**config.mk**
```make
export PLATFORM = sky130hd
export DESIGN_NAME = valu_decoder
export DESIGN_NICKNAME = d
export VERILOG_FILES = /design/src/source/valu_isa_pkg.sv /design/src/source/valu_decoder.sv
export SDC_FILE = /design/constraint.sdc
export NUM_CORES = 1
export LEC_CHECK = 0
export ABC_AREA = 1
export BUFFER_PORTS_ARGS = -buffer_cell sky130_fd_sc_hd__buf_2
export CORE_AREA = 5 5 42 44
export DETAILED_ROUTE_END_ITERATION = 8
export DIE_AREA = 0 0 47 49
export SLEW_MARGIN = 20
export SYNTH_ARGS = -nofsm -noshare
export SYNTH_HDL_FRONTEND = slang
export SYNTH_SLANG_ARGS = --single-unit
export TNS_END_PERCENT = 50
```
**constraint.sdc**
```tcl
create_clock -name vclk -period 3.67
set_clock_uncertainty 0.2 [all_clocks]
set_input_delay 0.9175 -clock vclk [all_inputs]
set_output_delay 0.9175 -clock vclk [all_outputs]
set_load 0.005 [all_outputs]
```
**src/source/valu_isa_pkg.sv**
```systemverilog
`default_nettype none

package valu_isa_pkg;

    // Function codes of the supported integer ops
    typedef enum logic [5:0] {
        FUNC_ADD   = 6'b000000,
        FUNC_SUB   = 6'b000010,
        FUNC_RSUB  = 6'b000011,
        FUNC_MINU  = 6'b000100,
        FUNC_MIN   = 6'b000101,
        FUNC_MAXU  = 6'b000110,
        FUNC_MAX   = 6'b000111,
        FUNC_AND   = 6'b001001,
        FUNC_OR    = 6'b001010,
        FUNC_XOR   = 6'b001011,
        FUNC_MULHU = 6'b100100,
        FUNC_MUL   = 6'b100101
    } func_id_t;

    typedef enum logic [1:0] {
        SEW_8  = 2'd0,
        SEW_16 = 2'd1,
        SEW_32 = 2'd2,
        SEW_64 = 2'd3
    } sew_t;

    typedef enum logic [3:0] {
        ALU_ADD,
        ALU_SUB,  // data0 - data1
        ALU_RSUB, // data1 - data0
        ALU_MINU,
        ALU_MIN,
        ALU_MAXU,
        ALU_MAX,
        ALU_AND,
        ALU_OR,
        ALU_XOR
    } alu_op_t;

    typedef enum logic {
        MUL_LO,
        MUL_HIU
    } mul_op_t;

endpackage

`default_nettype wire

```
**src/source/valu_decoder.sv**
```systemverilog
`timescale 1ns/1ps
`default_nettype none

module valu_decoder import valu_isa_pkg::*; (
    input  logic     req_valid,
    input  func_id_t req_func_id,
    output logic     alu_valid,
    output alu_op_t  alu_op,
    output logic     mul_valid,
    output mul_op_t  mul_op,
    output logic     op_valid
);

    logic alu_hit;
    logic mul_hit;

    always_comb begin
        alu_hit = 1'b1;
        mul_hit = 1'b0;
        alu_op  = ALU_ADD;
        mul_op  = MUL_LO;
        case (req_func_id)
            FUNC_ADD:  alu_op = ALU_ADD;
            FUNC_SUB:  alu_op = ALU_SUB;
            FUNC_RSUB: alu_op = ALU_RSUB;
            FUNC_MINU: alu_op = ALU_MINU;
            FUNC_MIN:  alu_op = ALU_MIN;
            FUNC_MAXU: alu_op = ALU_MAXU;
            FUNC_MAX:  alu_op = ALU_MAX;
            FUNC_AND:  alu_op = ALU_AND;
            FUNC_OR:   alu_op = ALU_OR;
            FUNC_XOR:  alu_op = ALU_XOR;
            FUNC_MUL: begin
                alu_hit = 1'b0;
                mul_hit = 1'b1;
                mul_op  = MUL_LO;
            end
            FUNC_MULHU: begin
                alu_hit = 1'b0;
                mul_hit = 1'b1;
                mul_op  = MUL_HIU;
            end
            default: alu_hit = 1'b0; // Unsupported code goes nowhere
        endcase
    end

    assign alu_valid = req_valid & alu_hit;
    assign mul_valid = req_valid & mul_hit;
    assign op_valid  = alu_valid | mul_valid;

endmodule

`default_nettype wire

```
# ---- Yosys cells after proc, flatten, opt, wreduce, memory -nomap -nowiden
# Cells that the tools add are included.
dict set report word_totals {
  in_bits 7
  wordCells 21
  reg_bits 0
}
dict set report classes {
  reduce_logical 3
  mux 4
  bitwise_logic 3
  n_eq_ne 11
}
# op n
set ops {}
lappend ops {{one-hot mux 4 bit (9 select lines)} 1}
lappend ops {{equality test 6 x 3 -> 1 bit, second input constant} 4}
lappend ops {{equality test 6 x 4 -> 1 bit, second input constant} 3}
lappend ops {{equality test 6 x 2 -> 1 bit, second input constant} 2}
lappend ops {{equality test 6 bit, second input constant} 2}
lappend ops {{OR reduction 10 bit} 1}
lappend ops {{logical NOT 6 bit} 1}
lappend ops {{2-to-1 mux 1 bit} 3}
lappend ops {{bitwise AND 1 bit} 2}
lappend ops {{OR reduction 2 bit} 1}
lappend ops {{OR 1 bit} 1}

# ---- Longest topological paths before layout
# Gate-level depths: netlist of run 1.
dict set report logic_depth {
  ltp_word 5
  ltp_mapped 8
  mapped_depth_nobuf 8
}

# ---- Least setup slack after synthesis of run 1
# No wires, ideal clock.
dict set report synth_path {
  kind {input to output}
  from {in req_func_id[5]}
  to {out op_valid}
  required_ns 2.553
  stages 7
  slack_ns 1.115
  path_buffers 0
  arrival_time_ns 1.438
  cell_sequence {nor2_4 nand3_1 nand2_1 inv_1 nand3_2 nand2_2 nand2_1}
}
dict set report synth_via {
  elab_chain_len 5
  word_cells_on_any_way 19
  classes_between {11 x eq/ne; 2 x mux; 3 x bitwise; 3 x reduce/logical}
}
# element line_no
set synth_rtl {}
lappend synth_rtl {{start: declaration} valu_decoder.sv:6} ;# input func_id_t req_func_id,
lappend synth_rtl {{equality test 6 x 4 -> 1 bit, or another cell as far along} valu_decoder.sv:22} ;# case (req_func_id)
lappend synth_rtl {{OR reduction 10 bit (no source line) / OR reduction 2 bit (equally long branches)} n/a}
lappend synth_rtl {{2-to-1 mux 1 bit} valu_decoder.sv:22}
lappend synth_rtl {{bitwise AND 1 bit (on tied branches)} {valu_decoder.sv:47, valu_decoder.sv:48}}
lappend synth_rtl {{OR 1 bit *} valu_decoder.sv:49} ;# assign op_valid = alu_valid | mul_valid;
lappend synth_rtl {{end: declaration} valu_decoder.sv:11} ;# output logic op_valid
# Mark *: on every way between the ends. The rest lies on a longest branch, timed or not.

# ---- Final worst setup path of run 1
dict set report layout_path {
  from {in req_func_id[1]}
  to {out op_valid}
}
# The elaborated chain is that of the path after synthesis.

==> results.sh, run 1 <==
export IMPL_status="completed"
export IMPL_power_density_nw_per_um2=75.14
export IMPL_multiInputGateArea_um2=167.7
export IMPL_fin_nets=65
export IMPL_min_period_ps=2874
export IMPL_intPower_mw=0.009041
export IMPL_rsz0062_at_grt="false"
export IMPL_num_rows=14
export IMPL_ir_drop_v=0.00001017
export IMPL_routedWlPerCell_um=7.653
export IMPL_met2_length_um=331
export IMPL_cp_arrival_ps=1760
export IMPL_post_dp_hpwl_um=510.3
export IMPL_ys_types=13
export IMPL_drive_gt1_share_pct=42.86
export IMPL_drtPass1Iterations=2
export IMPL_cts_repair_resized=0
export IMPL_synth_top_cell_area_share_pct=18.29
export IMPL_crit_top_cell="nand2_1"
export IMPL_synthTopCellsByCount="nand2_1 (10), inv_1 (9), nand3_1 (5)"
export IMPL_antenna_found_initial=0
export IMPL_criticalPathCategory="primary input to primary output"
export IMPL_top_layer="met3"
export IMPL_grt_max_degree=8
export IMPL_final_hold_viol_count=0
export IMPL_final_seq_area_um2=0
export IMPL_worst_pin_slew_ps=163.9
export IMPL_max_stage_delay_ps=120
export IMPL_hold_class="primary input to primary output"
export IMPL_postCtsHoldBufs=0
export IMPL_max_freq_mhz=348.0
export IMPL_worst_setup_path_end_kind="primary output"
export IMPL_route_detailed_drc=0
export IMPL_avgSynthCellArea_um2=5.005
export IMPL_grt_pass1_wl_um=966
export IMPL_io_buffers=15
export IMPL_antenna_cells=0
export IMPL_die_x_um=47
export IMPL_crit_chain="buf_2 > inv_1 > nand2_1 > nand3_1 > nand2_1 > inv_1 > nand3_2 > nand2_2 > nand2_1 > buf_2"
export IMPL_leakagePower_nw=0.2143
export IMPL_cp_data_required_time_ps=2550
export IMPL_die_h_um=49
export IMPL_wl_met3_um=32
export IMPL_nClkBuffers=0
export IMPL_synthCells=41
export IMPL_yosysSeqAreaShare_pct=0
export IMPL_synth_fp_nets=48
export IMPL_ant_nets=0
export IMPL_whs_ps=1921
export IMPL_vias=285
export IMPL_grt_pass1_vias=253
export IMPL_syn_area_um2=205.2
export IMPL_overflow=0
export IMPL_finalSetupViolations=0
export IMPL_yosysWarnings=0
export IMPL_pwr_share_comb_pct=100.0
export IMPL_p_sw_mw=0.01352
export IMPL_track_usage_pct=5.053
export IMPL_post_route_period_util_pct=78.30
export IMPL_pwr_share_seq_pct=0
export IMPL_drt_first_iter_violations=4
export IMPL_drv_slew=0
export IMPL_m1WireLength_um=188
export IMPL_slowest_stage="buf_2"
export IMPL_area_growth_pct=46.34
export IMPL_slew_headroom_pct=89.05
export IMPL_critPathMaxFanout=4
export IMPL_start_util_pct=14.64
export IMPL_p_clk_share_pct=0
export IMPL_yosysMostFrequentCell="nand2_1"
export IMPL_flops_and_latches=0
export IMPL_postCtsSetupBuffers=0
export IMPL_viasPerCell=3.958
export IMPL_synthTopCellsByArea="nand2_1 (18%), inv_1 (16%), nand3_1 (12%), nor2_4 (11%), nor2_2 (9.1%)"
export IMPL_worstSetupStartpointType="primary input"
export IMPL_setup_tns_ps=0
export IMPL_core_region_area_um2=1401
export IMPL_boundaryPins=15
export IMPL_gp_congestion=0.7258
export IMPL_synth_top_area_cell="nand2_1"
export IMPL_fillCellCount=183
export IMPL_switching_share_pct=59.93
export IMPL_wl_um=551
export IMPL_fp_dieArea_um2=2303
export IMPL_drv_cap=0
[worst paths after layout]
| kind | start | slack, ps | cells after the start | end |
|---|---|---|---|---|
| min | req_valid | 1920 | 4 | alu_valid |
| max | req_func_id[1] | 800 | 10 | op_valid |
[cells in the final DEF (no fill, tap or decap)]
master | Yosys | final
o221ai_1 | 1 | 1
nand3_2 | 1 | 1
nor2_2 | 3 | 3
o21ai_0 | 1 | 1
inv_2 | 1 | 1
nor2_1 | 4 | 4
nand2_1 | 10 | 10
nand4_1 | 1 | 1
nand2_2 | 2 | 2
nor2_4 | 2 | 2
and2_1 | 1 | 1
inv_1 | 9 | 9
nand3_1 | 5 | 5
buf_2 | 0 | 15
[per-layer routing]
layer  GRT usage, %  vias to the layer above
met3              0                        0
met4              0                        0
li1               -                      156
met2          10.41                        4
met5              0                        -
met1          5.652                      125
[layout make-up]
| cell class | instances | area share [%] |
|---|---|---|
| multi-input cells | 31 | 55.83 |
| inverters | 10 | 12.50 |
| repair buffers | 15 | 25.00 |
| well taps | 16 | 6.667 |
[logic make-up (layout without fill, tap and decap cells)]
family | after synthesis | after routing | share of synthesized area, %
buffers and inverters | 10 | 25 | 18.29
AND/OR/NAND/NOR | 29 | 29 | 75.00
AO/OA/AOI/OAI | 2 | 2 | 6.706
[worst max-delay path, delay by kind of cell]
kind	cells	cell delay, ps
and+or+nand+nor	6	420
buffers and inverters	4	400
[through the flow]
step | utilization [%] | instance area [µm²] | power, mW | setup WS [ps] | instances
after floorplan | - | 205.2 | 0.01219 | 1115 | 41
after global placement | 21.43 | 300.3 | 0.02259 | 817.4 | 72
after detailed placement | 21.43 | 300.3 | 0.02288 | 807.1 | 72
after CTS | 21.43 | 300.3 | 0.02300 | 804.8 | 72
after global routing | 21.43 | 300.3 | 0.02583 | 700.3 | 72
final | 21.43 | 300.3 | 0.02256 | 796.4 | 72
[power groups by stage]
| stage | Combinational, mW | Clock [mW] | Sequential [mW] |
|---|---|---|---|
| after floorplan | 0.0122 | 0 | 0 |
| after global placement | 0.0226 | 0 | 0 |
| after detailed placement | 0.0229 | 0 | 0 |
| after CTS | 0.0230 | 0 | 0 |
| after global routing | 0.0258 | 0 | 0 |
| final | 0.0226 | 0 | 0 |
Power figures use the tool's default switching activity.
==> inputs of run 2 (changes only) <==
Clock period 3.67 ns to 2.8 ns, I/O delays scaled along.
==> run 2 against run 1 <==
  * Critical path depth did not move
  * Core utilization did not move
  * Design area unchanged
  * Clock-buffer cell count unchanged
  * Sequential share of layout area did not move
  * Critical path type unchanged
  * Global-route usage is 0.070 points lower
  * Worst hold slack lost 440 ps
  * Flip-flop and latch count unchanged
  * Final cell count did not move
  * Combinational power grew 31%
==> results.sh, run 2 (same netlist as run 1, synthesis figures left out) <==
export IMPL_fp_dieArea_um2=2303
export IMPL_overflow=0
export IMPL_final_hold_viol_count=0
export IMPL_start_util_pct=14.64
export IMPL_grt_max_degree=8
export IMPL_post_dp_hpwl_um=513.9
export IMPL_track_usage_pct=4.982
export IMPL_layout_commonest_cell="buf_2"
export IMPL_worstSetupStartpointType="primary input"
export IMPL_grt_pass1_vias=272
export IMPL_flops_and_latches=0
export IMPL_grt_pass1_wl_um=959
export IMPL_postCtsSetupBuffers=0
export IMPL_gp_congestion=0.7159
export IMPL_mostFrequentLayoutCells="buf_2 (15), nand2_1 (10), inv_1 (9)"
export IMPL_vias=280
export IMPL_postCtsHoldBufs=0
export IMPL_cp_data_required_time_ps=1900
export IMPL_leakagePower_nw=0.2143
export IMPL_criticalPathCategory="primary input to primary output"
export IMPL_antenna_found_initial=0
export IMPL_fillCellCount=169
export IMPL_route_detailed_drc=0
export IMPL_nClkBuffers=0
export IMPL_viasPerCell=3.889
export IMPL_setup_tns_ps=0
export IMPL_core_region_area_um2=1401
export IMPL_power_density_nw_per_um2=98.39
export IMPL_p_total_mw=0.02954
export IMPL_cts_repair_resized=0
export IMPL_die_x_um=47
export IMPL_status="completed"
export IMPL_ant_nets=0
export IMPL_worst_pin_slew_ps=170.0
export IMPL_utilization_pct=21.43
export IMPL_slew_headroom_pct=88.64
export IMPL_rsz0062_at_grt="false"
export IMPL_critPathMaxFanout=4
export IMPL_post_route_period_util_pct=86.15
export IMPL_setup_ws_ps=387.7
export IMPL_routedWlPerCell_um=7.625
export IMPL_wl_um=549
export IMPL_dpl_worst_slack_ps=370.0
export IMPL_ir_drop_v=0.00001686
export IMPL_min_period_ps=2412
export IMPL_max_freq_mhz=414.5
export IMPL_area_growth_pct=46.34
export IMPL_antenna_cells=0
export IMPL_final_seq_area_um2=0
export IMPL_drt_first_iter_violations=2
export IMPL_die_h_um=49
export IMPL_boundaryPins=15
export IMPL_finalSetupViolations=0
export IMPL_cp_arrival_ps=1510
export IMPL_drive_gt1_share_pct=42.86
export IMPL_drtPass1Iterations=2
export IMPL_hold_class="primary input to primary output"
export IMPL_worst_setup_path_end_kind="primary output"
export IMPL_drv_cap=0
export IMPL_fin_nets=65
export IMPL_io_buffers=15
export IMPL_drv_slew=0
export IMPL_num_rows=14
[run 2: cell counts in the layout (fill, tap and decap cells not counted)]
Identical to the previous run, type by type.
[run 2: worst max-delay path, cell delays in order]
cell and delay (ps):
buf_2 120, inv_1 110, nand2_1 80, nand3_1 100, nand2_1 50, inv_1 60, nand3_2 70, nand2_2 60
nand2_1 40, buf_2 120
[run 2: worst paths after layout]
check / startpoint / endpoint / slack [ps] / cells past startpoint
max: req_func_id[1] / op_valid / 390 / 10
min: req_valid / alu_valid / 1480 / 4
[run 2: per-layer routing]
| metal | track usage [%] | share of wire, % | up-vias |
|---|---|---|---|
| met5 | 0 | 0 | - |
| met4 | 0 | 0 | 0 |
| met3 | 1.107 | 9.1 | 0 |
| met2 | 11.54 | 61 | 4 |
| met1 | 3.696 | 30 | 120 |
| li1 | - | - | 156 |
[run 2: final cells by class]
type,instances,area [µm²],share of cell area [%]
tap,16,20.02,6.667
multi-input combinational,31,167.7,55.83
timing repair buffer,15,75.07,25.00
inverter,10,37.54,12.50
[run 2: where the power goes]
| part | total, mW | switching [mW] | internal (mW) | leakage, nW |
|---|---|---|---|---|
| Clock | 0 | 0 | 0 | 0 |
| Combinational | 0.0295 | 0.0177 | 0.0118 | 0.214 |
| Sequential | 0 | 0 | 0 | 0 |
| Total | 0.0295 | 0.0177 | 0.0118 | 0.214 |
[run 2: stage by stage]
| stage | hold slack (ps) | std cells | instance area, µm² |
|---|---|---|---|
| floorplan | 1286 | 41 | 205.2 |
| global placement | 1485 | 72 | 300.3 |
| detailed placement | 1484 | 72 | 300.3 |
| CTS | 1484 | 72 | 300.3 |
| global route | 1513 | 72 | 300.3 |
| finish | 1482 | 72 | 300.3 |
